<file path="src/source/jstkPkg.sv">
`default_nettype none

package jstkPkg;

	// ==================================================
	// SPI timing
	// ==================================================
	localparam int unsigned sclkHalfDiv = 4;      // CLK cycles per SCLK half period
	localparam int unsigned bitsPerByte = 8;

	// ==================================================
	// Joystick frame
	// ==================================================
	localparam int unsigned frameBytes = 5;       // X lo, X hi, Y lo, Y hi, buttons
	localparam int unsigned pollPeriod = 400;     // Short for simulation, must exceed a frame
	localparam logic [7:0] jstkCmd = 8'h80;       // Module LEDs off
	localparam int unsigned axisWidth = 10;

	// Byte request toward the SPI engine
	typedef struct packed {
		logic start;                              // One-cycle pulse
		logic [bitsPerByte-1:0] txByte;
	} spiByteReq;

	// Byte response from the SPI engine
	typedef struct packed {
		logic busy;
		logic done;                               // One-cycle pulse with rxByte valid
		logic [bitsPerByte-1:0] rxByte;
	} spiByteRsp;

	// One decoded joystick sample
	typedef struct packed {
		logic [axisWidth-1:0] xPos;
		logic [axisWidth-1:0] yPos;
		logic button;
		logic valid;                              // Pulses once per frame
	} jstkSample;

endpackage

`default_nettype wire

</file>
<file path="src/source/steerPkg.sv">
`default_nettype none

package steerPkg;

	// ==================================================
	// Steering direction
	// ==================================================
	typedef enum logic [1:0] {
		straight = 2'b00,                         // Also the reset value
		left     = 2'b01,
		back     = 2'b10,
		right    = 2'b11
	} steerDir;

	// ==================================================
	// Classification thresholds
	// ==================================================
	// X axis, stick centre near 500
	localparam int unsigned leftMinX = 550;       // At or above gives left
	localparam int unsigned rightMaxX = 450;      // At or below gives right

	// Y band for side steering, inclusive
	localparam int unsigned bandMinY = 320;       // Below gives straight
	localparam int unsigned bandMaxY = 720;       // Above gives back

endpackage

`default_nettype wire

</file>
<file path="src/source/pollTimer.sv">
`timescale 1ns/1ps
`default_nettype none

// Periodic poll enable on CLK
module pollTimer (
	input wire CLK,
	input wire RST,
	output logic poll
);

	logic [$clog2(jstkPkg::pollPeriod)-1:0] cnt;   // Cycle counter
	logic wrap;

	always_comb wrap = (32'(cnt) == jstkPkg::pollPeriod - 1);

	always_ff @(posedge CLK or posedge RST) begin
		if (RST) begin
			cnt <= '0;
			poll <= 1'b0;
		end else begin
			poll <= wrap;                              // Single-cycle pulse at wrap
			if (wrap) begin
				cnt <= '0;
			end else begin
				cnt <= cnt + 1'b1;
			end
		end
	end

endmodule

`default_nettype wire

</file>
<file path="src/source/spiByteEngine.sv">
`timescale 1ns/1ps
`default_nettype none

// SPI mode 0 master, one byte per start
module spiByteEngine (
	input wire CLK,
	input wire RST,
	input wire jstkPkg::spiByteReq req,
	input wire MISO,
	output jstkPkg::spiByteRsp rsp,
	output logic SCLK,
	output logic MOSI
);

	typedef enum logic [1:0] {
		stIdle,
		stShift,
		stFinish
	} engState;

	engState state;
	logic [$clog2(jstkPkg::sclkHalfDiv)-1:0] halfCnt;   // CLK cycles within half period
	logic [$clog2(jstkPkg::bitsPerByte)-1:0] bitCnt;    // Falling edges seen
	logic [jstkPkg::bitsPerByte-1:0] txSr;              // MSB drives MOSI
	logic [jstkPkg::bitsPerByte-1:0] rxSr;
	logic halfEnd;
	logic lastBit;

	// ==================================================
	// Edge timing
	// ==================================================
	always_comb begin
		halfEnd = (32'(halfCnt) == jstkPkg::sclkHalfDiv - 1);
		lastBit = (32'(bitCnt) == jstkPkg::bitsPerByte - 1);
	end

	// ==================================================
	// FSM, SCLK and transmit shifter
	// ==================================================
	always_ff @(posedge CLK or posedge RST) begin
		if (RST) begin
			state <= stIdle;
			halfCnt <= '0;
			bitCnt <= '0;
			SCLK <= 1'b0;                                 // SCLK idles low
			txSr <= '0;                                   // MOSI low until first byte
		end else begin
			case (state)
				stIdle: begin
					if (req.start) begin
						txSr <= req.txByte;                   // Bit 7 on MOSI before first rise
						halfCnt <= '0;
						bitCnt <= '0;
						state <= stShift;
					end
				end
				stShift: begin
					if (halfEnd) begin
						halfCnt <= '0;
						SCLK <= ~SCLK;
						if (SCLK) begin                        // This edge falls
							txSr <= {txSr[jstkPkg::bitsPerByte-2:0], 1'b0};
							bitCnt <= bitCnt + 1'b1;
							if (lastBit) begin
								state <= stFinish;                 // Eighth bit complete
							end
						end
					end else begin
						halfCnt <= halfCnt + 1'b1;
					end
				end
				stFinish: state <= stIdle;                 // done shows for one cycle
				default: state <= stIdle;
			endcase
		end
	end

	// Receive shifter, MISO taken as SCLK rises
	always_ff @(posedge CLK) begin
		if (state == stShift && halfEnd && !SCLK) begin
			rxSr <= {rxSr[jstkPkg::bitsPerByte-2:0], MISO};
		end
	end

	always_comb begin
		MOSI = txSr[jstkPkg::bitsPerByte-1];
		rsp.busy = (state == stShift);               // Falls as done rises
		rsp.done = (state == stFinish);
		rsp.rxByte = rxSr;
	end

endmodule

`default_nettype wire

</file>
<file path="src/source/jstkFrameCtrl.sv">
`timescale 1ns/1ps
`default_nettype none

// Five-byte joystick frame under one slave select
module jstkFrameCtrl (
	input wire CLK,
	input wire RST,
	input wire poll,
	input wire jstkPkg::spiByteRsp rsp,
	output jstkPkg::spiByteReq req,
	output logic SS,
	output jstkPkg::jstkSample sample
);

	typedef enum logic [1:0] {
		stIdle,
		stReq,
		stWait,
		stClose
	} frameState;

	frameState state;
	logic [$clog2(jstkPkg::frameBytes)-1:0] byteCnt;    // Slot of the byte in flight
	logic [jstkPkg::frameBytes-1:0][jstkPkg::bitsPerByte-1:0] rxBuf;
	logic startReg;
	logic lastByte;

	always_comb lastByte = (32'(byteCnt) == jstkPkg::frameBytes - 1);

	// ==================================================
	// Frame sequencer
	// ==================================================
	always_ff @(posedge CLK or posedge RST) begin
		if (RST) begin
			state <= stIdle;
			byteCnt <= '0;
			SS <= 1'b1;                                   // Slave deselected
			startReg <= 1'b0;
		end else begin
			startReg <= 1'b0;                             // Start is a pulse
			case (state)
				stIdle: begin
					if (poll) begin                           // Polls only honoured here
						SS <= 1'b0;
						byteCnt <= '0;
						state <= stReq;
					end
				end
				stReq: begin
					if (!rsp.busy) begin                      // First byte of the frame
						startReg <= 1'b1;
						state <= stWait;
					end
				end
				stWait: begin
					if (rsp.done) begin
						if (lastByte) begin
							SS <= 1'b1;                            // Valid shows at this edge too
							state <= stClose;
						end else begin
							byteCnt <= byteCnt + 1'b1;
							startReg <= 1'b1;                      // Next byte right after done
						end
					end
				end
				stClose: state <= stIdle;
				default: state <= stIdle;
			endcase
		end
	end

	// Received bytes by slot
	always_ff @(posedge CLK) begin
		if (state == stWait && rsp.done) begin
			rxBuf[byteCnt] <= rsp.rxByte;
		end
	end

	always_comb begin
		req.start = startReg;
		req.txByte = jstkPkg::jstkCmd;               // Same command in every slot
		sample.xPos = {rxBuf[1][1:0], rxBuf[0]};     // X high bits, X low byte
		sample.yPos = {rxBuf[3][1:0], rxBuf[2]};     // Y high bits, Y low byte
		sample.button = rxBuf[4][1];                 // Only bit 1 of button byte
		sample.valid = (state == stClose);
	end

endmodule

`default_nettype wire

</file>
<file path="src/source/steerClassifier.sv">
`timescale 1ns/1ps
`default_nettype none

// Joystick position to steering direction
module steerClassifier (
	input wire CLK,
	input wire RST,
	input wire jstkPkg::jstkSample sample,
	output steerPkg::steerDir DIRECTION,
	output logic BUTTON
);

	logic inBand;                                    // Y inside side-steer band

	always_comb begin
		inBand = (32'(sample.yPos) >= steerPkg::bandMinY) &&
			(32'(sample.yPos) <= steerPkg::bandMaxY);
	end

	// Rules in priority order, dead zone keeps last direction
	always_ff @(posedge CLK or posedge RST) begin
		if (RST) begin
			DIRECTION <= steerPkg::straight;
			BUTTON <= 1'b0;
		end else if (sample.valid) begin
			BUTTON <= sample.button;
			if (32'(sample.xPos) >= steerPkg::leftMinX && inBand) begin
				DIRECTION <= steerPkg::left;
			end else if (32'(sample.xPos) <= steerPkg::rightMaxX && inBand) begin
				DIRECTION <= steerPkg::right;
			end else if (32'(sample.yPos) < steerPkg::bandMinY) begin
				DIRECTION <= steerPkg::straight;
			end else if (32'(sample.yPos) > steerPkg::bandMaxY) begin
				DIRECTION <= steerPkg::back;
			end
		end
	end

endmodule

`default_nettype wire

</file>
<file path="src/source/joystickSteer.sv">
`timescale 1ns/1ps
`default_nettype none

// Joystick steering top
module joystickSteer (
	input wire CLK,
	input wire RST,
	input wire MISO,
	output logic SS,
	output logic SCLK,
	output logic MOSI,
	output steerPkg::steerDir DIRECTION,
	output logic BUTTON
);

	logic poll;                                      // Frame trigger
	jstkPkg::spiByteReq byteReq;
	jstkPkg::spiByteRsp byteRsp;
	jstkPkg::jstkSample sample;

	// ==================================================
	// Frame path
	// ==================================================
	pollTimer u_pollTimer (
		.CLK(CLK),
		.RST(RST),
		.poll(poll)
	);

	jstkFrameCtrl u_jstkFrameCtrl (
		.CLK(CLK),
		.RST(RST),
		.poll(poll),
		.rsp(byteRsp),
		.req(byteReq),
		.SS(SS),
		.sample(sample)
	);

	spiByteEngine u_spiByteEngine (
		.CLK(CLK),
		.RST(RST),
		.req(byteReq),
		.MISO(MISO),
		.rsp(byteRsp),
		.SCLK(SCLK),
		.MOSI(MOSI)
	);

	// Direction and button outputs
	steerClassifier u_steerClassifier (
		.CLK(CLK),
		.RST(RST),
		.sample(sample),
		.DIRECTION(DIRECTION),
		.BUTTON(BUTTON)
	);

endmodule

`default_nettype wire

</file>
<file path="config.mk">
export PLATFORM = sky130hd
export DESIGN_NAME = joystickSteer
export DESIGN_NICKNAME = d
export VERILOG_FILES = /design/src/source/jstkPkg.sv /design/src/source/steerPkg.sv /design/src/source/pollTimer.sv /design/src/source/spiByteEngine.sv /design/src/source/jstkFrameCtrl.sv /design/src/source/steerClassifier.sv /design/src/source/joystickSteer.sv
export SDC_FILE = /design/constraint.sdc
export NUM_CORES = 1
export LEC_CHECK = 0
export BUFFER_PORTS_ARGS = -buffer_cell sky130_fd_sc_hd__buf_4
export CAP_MARGIN = 25
export CORE_ASPECT_RATIO = 0.7
export CORE_MARGIN = 2
export CORE_UTILIZATION = 54
export CTS_BUF_LIST = sky130_fd_sc_hd__clkbuf_16
export DETAILED_ROUTE_END_ITERATION = 8
export GPL_TIMING_DRIVEN = 0
export MAX_ROUTING_LAYER = met4
export PLACE_DENSITY = 0.75
export SLEW_MARGIN = 20
export SYNTH_ARGS = -nofsm -noshare
export SYNTH_HDL_FRONTEND = slang
export SYNTH_SLANG_ARGS = --single-unit
</file>
<file path="constraint.sdc">
create_clock -name CLK -period 1.9 [get_ports CLK]
set_input_delay 0.38 -clock CLK [delete_from_list [all_inputs] [get_ports CLK]]
set_output_delay 0.38 -clock CLK [all_outputs]
set_load 0.02 [all_outputs]
</file>
==> results of run 1 <==
-- repair_timing --
item / in CTS / in global routing
resized for setup: 3 / 6
setup endpoints to repair: 18 / 14
setup buffers: 0 / 2
pin swaps: 0 / 1
-- power groups by stage --
stage	registers (W)	logic [W]	clock network [W]
5_1_grt	0.00131	0.0000252	0.00174
6_report	0.00131	0.0000221	0.00165
2_1_floorplan	0.00134	0.00000912	0
4_1_cts	0.00131	0.0000229	0.00167
3_5_place_dp	0.00134	0.0000228	0
3_3_place_gp	0.00134	0.0000149	0
-- critical path, cell delays in order (launching register included) --
cell	delay, ns
dfrtp_1	0.42
inv_1	0.10
ha_2	0.19
buf_6	0.15
nand2_4	0.09
nor4_4	0.39
buf_4	0.22
-- cells by family after synthesis --
group / share of synthesized area [%]
AND/OR/NAND/NOR: 14.2
flip-flops: 64.4
AO/OA/AOI/OAI: 10.5
buffers and inverters: 1.87
adder cells (fa/ha/maj): 5.05
XOR/XNOR: 2.47
multiplexers: 1.51
-- area by class of cell --
class	count	area (um^2)	area share [%]
buffer	2	16.3	0.539
clock buffer	9	225	7.46
clock inverter	7	85.1	2.82
inverter	8	30.0	0.995
multi-input combinational	124	878	29.1
sequential	58	1600	53.0
tap	55	68.8	2.28
timing repair buffer	13	115	3.81
-- worst min path at each step --
stage	endpoint	from	slack, ns
CTS	u_spiByteEngine.halfCnt[1]	RST	0.10
global route	u_spiByteEngine.halfCnt[1]	RST	0.11
global placement	u_jstkFrameCtrl.sample[19]	u_spiByteEngine.rxSr[7]	0.43
finish	u_spiByteEngine.halfCnt[1]	RST	0.1
detailed placement	u_spiByteEngine.halfCnt[0]	RST	0.44
floorplan	u_jstkFrameCtrl.sample[19]	u_spiByteEngine.rxSr[7]	0.42
-- state kept, by name, summed over array words and instances (netlist names), 2 cells and up --
register	count
u_steerClassifier.DIRECTION	2
u_jstkFrameCtrl.state	2
u_jstkFrameCtrl.byteCnt	3
u_jstkFrameCtrl.sample	21
u_spiByteEngine.state	2
u_spiByteEngine.bitCnt	3
u_spiByteEngine.rxSr	8
u_pollTimer.cnt	9
u_spiByteEngine.halfCnt	2
-- through the flow --
step                      instances  hold WS (ns)  TNS [ns]  worst slack, ns  area (um^2)
final                           276        0.0993         0           0.0668         3020
after global routing            276         0.115   -0.0529          -0.0114         3020
after CTS                       274         0.103         0          0.00248         2990
after detailed placement        258         0.435    -0.332          -0.0665         2660
after global placement          255         0.427     -9.51           -0.620         2610
after floorplan                 192         0.421     -2.71           -0.170         2480
-- per-layer routing --
| metal | global-route usage, % | part of all wire [%] |
|---|---|---|
| met3 | 9.39 | 5.1 |
| met1 | 25.5 | 46 |
| met4 | 7.03 | 1.3 |
| met2 | 35.2 | 48 |
| met5 | - | 0 |
-- placed cells by master (no fill, tap or decap), types with 3 or more instances in the layout --
master / netlist / routed
buf_4: 0 / 11
o21ai_0: 8 / 8
nand3_1: 10 / 10
inv_1: 8 / 9
nand2_1: 12 / 11
ha_1: 10 / 9
xor2_1: 5 / 5
dfrtp_1: 28 / 27
edfxtp_1: 29 / 29
nor2_1: 20 / 19
clkbuf_16: 0 / 9
nor4b_1: 3 / 3
a22o_1: 7 / 7
a21oi_1: 8 / 8
==> impl_metrics.tcl, run 1 <==
set metrics [dict create \
    grt_usage_pct 21.9 \
    synth_top_cell_area_share_pct 35.1 \
    status "complete, no violations" \
    startpoint_type "flop" \
    cts.reportedPaths.clkPinSlew_ns 0.05 \
    fmax_ghz 0.546 \
    cts-htree-levels 3 \
    grt_pass1_wl_um 7920 \
    r2r_start "u_jstkFrameCtrl.state[0]" \
    fin_nets 229 \
    pin_count 9 \
    powerDensity_nw_per_um2 988 \
    yosysMostFrequentCell "edfxtp_1" \
    cts_buffer_depth 2 \
    rows 20 \
    fin_crit_sh_pct 96.5 \
    synth_seq_area_share_pct 64.4 \
    dieWidth_um 85.0 \
    reg2reg_depth 6 \
    dieHeight_um 60.7 \
    dp_hpwl_um 3250 \
    drt-vias-per-instance 5.86 \
    path_max_fanout 10 \
    ys_types 47 \
    syn_area_um2 2480 \
    clk_latency_ns 0.32 \
    gp_congestion 0.862 \
    synth_seq_cells 58 \
    p_leak_nw 1.22 \
    cts_made_buffers 9 \
    maxSlewViolCount 0 \
    portBuffers 8 \
    drt_iter0_drc 121 \
    grt.overflow.total 0 \
    syn-num-nets 205 \
    synthTopCellsByArea "edfxtp_1, dfrtp_1, ha_1" \
    cp.arrival_ns 1.86 \
    wl_per_cell_um 17.2 \
    detail-route-antenna-nets 0 \
    synth_top_area_cell "edfxtp_1" \
    first_global_vias 1649 \
    synth-edff-count 29 \
    final_util_pct 68.9 \
    die_area_um2 5160 \
    setup_viol 0 \
    initial_core_util_pct 56.6 \
    synth_ff_type "edfxtp_1" \
    cts_sinks 58 \
    antenna_found_initial 0 \
    hold_viol 0 \
    syn_area_per_cell_um2 12.9 \
    setup.worst_path.end "u_jstkFrameCtrl.sample[2]" \
    grt_max_degree 20 \
    crit_start "u_jstkFrameCtrl.state[0]" \
    pwr-share-seq_pct 44.1 \
    power_frac_comb_pct 0.7 \
    async_flop_share_pct 50.0 \
    core-area_um2 4380 \
    via_count 1617 \
    drive_gt1_share_pct 20.4 \
    required_ns 1.93 \
    fillers 300 \
    slew_headroom_pct 61.2 \
    r2r-end "u_jstkFrameCtrl.sample[2]" \
    synthTopCellsByCount "edfxtp_1, dfrtp_1, nor2_1" \
    cts-root-buf "clkbuf_16" \
    finalPower_w 0.00298 \
    crit_path_end_kind "flop" \
    power.internal_w 0.00245 \
    area_growth_pct 21.7 \
    drc 0 \
    first_pass_iters 4 \
    netSwitchingFraction_pct 17.8 \
    reg2reg_slack_ns 0.07 \
    clock_power_share_pct 55.2 \
    p_switching_w 0.000530 \
    maxCapViolCount 0 \
    path_class "reg -> reg" \
    hold_class "in -> async" \
    antenna_cells 0 \
    period_needed_ns 1.83 \
    wl_um 4750 \
    hold_buffers 0 \
    yosysWarnings 0 \
    clock_skew_ns 0.00644 \
    peakVddDrop_mv 0.838 \
    cts_tree "yes" \
    worst_slew_pin_slew_ns 0.578 \
    synth_cells 192 \
]
Note: power is estimated with default switching activity, not from simulation.
==> run 2, diff against run 1 <==
--- a/config.mk
+++ b/config.mk
@@ -5,16 +5,16 @@
 export SDC_FILE = /design/constraint.sdc
 export NUM_CORES = 1
 export LEC_CHECK = 0
-export BUFFER_PORTS_ARGS = -buffer_cell sky130_fd_sc_hd__buf_4
 export CAP_MARGIN = 25
 export CORE_ASPECT_RATIO = 0.7
 export CORE_MARGIN = 2
-export CORE_UTILIZATION = 54
-export CTS_BUF_LIST = sky130_fd_sc_hd__clkbuf_16
+export CORE_UTILIZATION = 59
+export CTS_BUF_LIST = sky130_fd_sc_hd__clkbuf_2
 export DETAILED_ROUTE_END_ITERATION = 8
+export DONT_BUFFER_PORTS = 1
 export GPL_TIMING_DRIVEN = 0
 export MAX_ROUTING_LAYER = met4
-export PLACE_DENSITY = 0.75
+export PLACE_DENSITY = 0.79
 export SLEW_MARGIN = 20
 export SYNTH_ARGS = -nofsm -noshare
 export SYNTH_HDL_FRONTEND = slang
==> run 2 against run 1 <==
Cell count is 3.6% lower. Sequential share of layout area rose by 4.5 points. Largest cell class unchanged. Total power is 26% lower. Highest routed layer unchanged. Worst hold slack better by 0.32 ns. Clock skew grew 0.0090 ns. Maximum frequency is 1.1% lower. Worst setup slack lost 0.020 ns. Clock power shrank 47%. Via count decreased by 1.9%. First-iteration DRC count down 51%.
==> impl_metrics.tcl, run 2 (synthesis gave the netlist of run 1 again) <==
set metrics [dict create \
    antenna_found_initial 0 \
    core-area_um2 3970 \
    grt.overflow.total 0 \
    worst_slack_ns 0.0470 \
    crit_family "simple AND/OR/NAND/NOR gates" \
    peakVddDrop_mv 0.485 \
    pin_count 9 \
    hold_ws_ns 0.415 \
    reg2reg_depth 6 \
    path_cells "inv_1 > ha_1 > buf_6 > nand2_1 > nor4_4 > buf_4" \
    antenna_cells 0 \
    max_stage_delay_ns 0.45 \
    rows 19 \
    wl_um 4460 \
    period_needed_ns 1.85 \
    area_growth_pct 12.1 \
    first_pass_iters 4 \
    fin_crit_sh_pct 97.5 \
    slew_headroom_pct 57.8 \
    grt_max_degree 17 \
    status "complete, no violations" \
    r2r-end "u_jstkFrameCtrl.sample[12]" \
    crit_path_end_kind "flop" \
    cts_tree "yes" \
    first_global_vias 1623 \
    maxSlewViolCount 0 \
    clk_latency_ns 0.46 \
    grt_pass1_wl_um 7380 \
    die_area_um2 4750 \
    multi_input_comb_area_um2 868 \
    cts-root-buf "clkbuf_2" \
    path_max_fanout 10 \
    cts_sinks 58 \
    register_area_um2 1600 \
    drt_iter0_drc 59 \
    fin_nets 222 \
    grt_usage_pct 22.4 \
    finalPower_w 0.00220 \
    cp.arrival_ns 2.03 \
    largest_reg_flops 21 \
    pre_cts_ws_ns -0.0113 \
    final_cell_mix "edfxtp_1, dfrtp_1, nor2_1, nand2_1" \
    layout.cells.non_filler 266 \
    powerDensity_nw_per_um2 792 \
    portBuffers 0 \
    hold_class "in -> async" \
    required_ns 2.08 \
    drc 0 \
    hold_viol 0 \
    clock_skew_ns 0.0154 \
    wl_per_cell_um 16.8 \
    slowest_stage "dfrtp_1" \
    final_common_cell "edfxtp_1" \
    initial_core_util_pct 62.5 \
    dieWidth_um 81.5 \
    r2r_start "u_jstkFrameCtrl.state[0]" \
    cts_made_buffers 9 \
    detail-route-antenna-nets 0 \
    place_inst 247 \
    worst_slew_pin_slew_ns 0.633 \
    drive_gt1_share_pct 15.9 \
    cts.reportedPaths.clkPinSlew_ns 0.16 \
    fillers 263 \
    startpoint_type "flop" \
    reg2reg_slack_ns 0.05 \
    dp_hpwl_um 3230 \
    maxCapViolCount 0 \
    p_leak_nw 1.10 \
    dieHeight_um 58.2 \
    path_class "reg -> reg" \
    setup_viol 0 \
    cp_num_buf_inv 3 \
    fmax_ghz 0.540 \
    gp_congestion 0.859 \
    cts-htree-levels 3 \
    drt-vias-per-instance 5.97 \
    cts_buffer_depth 2 \
    via_count 1587 \
    setup_tns_ns 0 \
]
run 2: changes by cell type in the layout (fill, tap and decap cells not counted), sizes merged:
| cell | change |
|---|---|
| inv | -1 |
| clkbuf | +2 |
| dlygate4sd3 | +2 |
| buf | -10 |
run 2: stage by stage:
step	area, um^2	util [%]
after floorplan	2480	-
after global placement	2540	64.1
after detailed placement	2590	65.4
after CTS	2760	69.4
after global routing	2780	70.0
final	2780	70.0
run 2: worst register-to-register path, cell delays in order, from the launching register on:
cell and delay (ns):
dfrtp_1 0.45, inv_1 0.09, ha_1 0.20, buf_6 0.15, nand2_1 0.18, nor4_4 0.30
buf_4 0.21
run 2: report_power, final:
part	switching, W	internal, W	total (W)	leakage (nW)
Sequential	0	0.00131	0.00131	0.648
Combinational	0.0000134	0.00000856	0.0000220	0.377
Clock	0.000436	0.000433	0.000869	0.0793
Total	0.000450	0.00175	0.00220	1.10
run 2: how the worst max path moves through the flow:
| stage | end | cells after the start | slack [ns] | startpoint |
|---|---|---|---|---|
| floorplan | u_jstkFrameCtrl.sample[2] | 5 | -0.17 | u_jstkFrameCtrl.state[0] |
| global placement | u_jstkFrameCtrl.sample[17] | 5 | -0.59 | u_jstkFrameCtrl.state[0] |
| detailed placement | u_jstkFrameCtrl.sample[17] | 6 | -0.01 | u_jstkFrameCtrl.state[0] |
| CTS | u_spiByteEngine.rxSr[5] | 4 | 0.02 | u_spiByteEngine.state[0] |
| global route | u_jstkFrameCtrl.sample[12] | 6 | -0.03 | u_jstkFrameCtrl.state[0] |
| finish | u_jstkFrameCtrl.sample[12] | 6 | 0.05 | u_jstkFrameCtrl.state[0] |
run 2: layer usage:
metal | GRT usage, % | part of all wire, % | vias to the layer above
li1 | - | - | 747
met1 | 26.6 | 43 | 782
met2 | 34.5 | 49 | 44
met3 | 6.85 | 4.7 | 14
met4 | 12.1 | 2.8 | 0
met5 | - | 0 | -
run 2: cell type report:
type	count	share of cell area, %
Buffer	2	0.585
Tap cell	52	2.34
Inverter	8	1.08
Clock inverter	6	2.93
Multi-Input combinational cell	124	31.2
Clock buffer	10	1.80
Timing Repair Buffer	6	2.52
Sequential cell	58	57.5
run 2: repair_timing:
item                                   in CTS  in global routing
setup endpoints to repair                   6                 21
buffers inserted                            0                  1
resized for setup                           1                  5
hold buffers                                2                  0
endpoints found under the hold margin      14                  0
pin swaps                                   0                  1
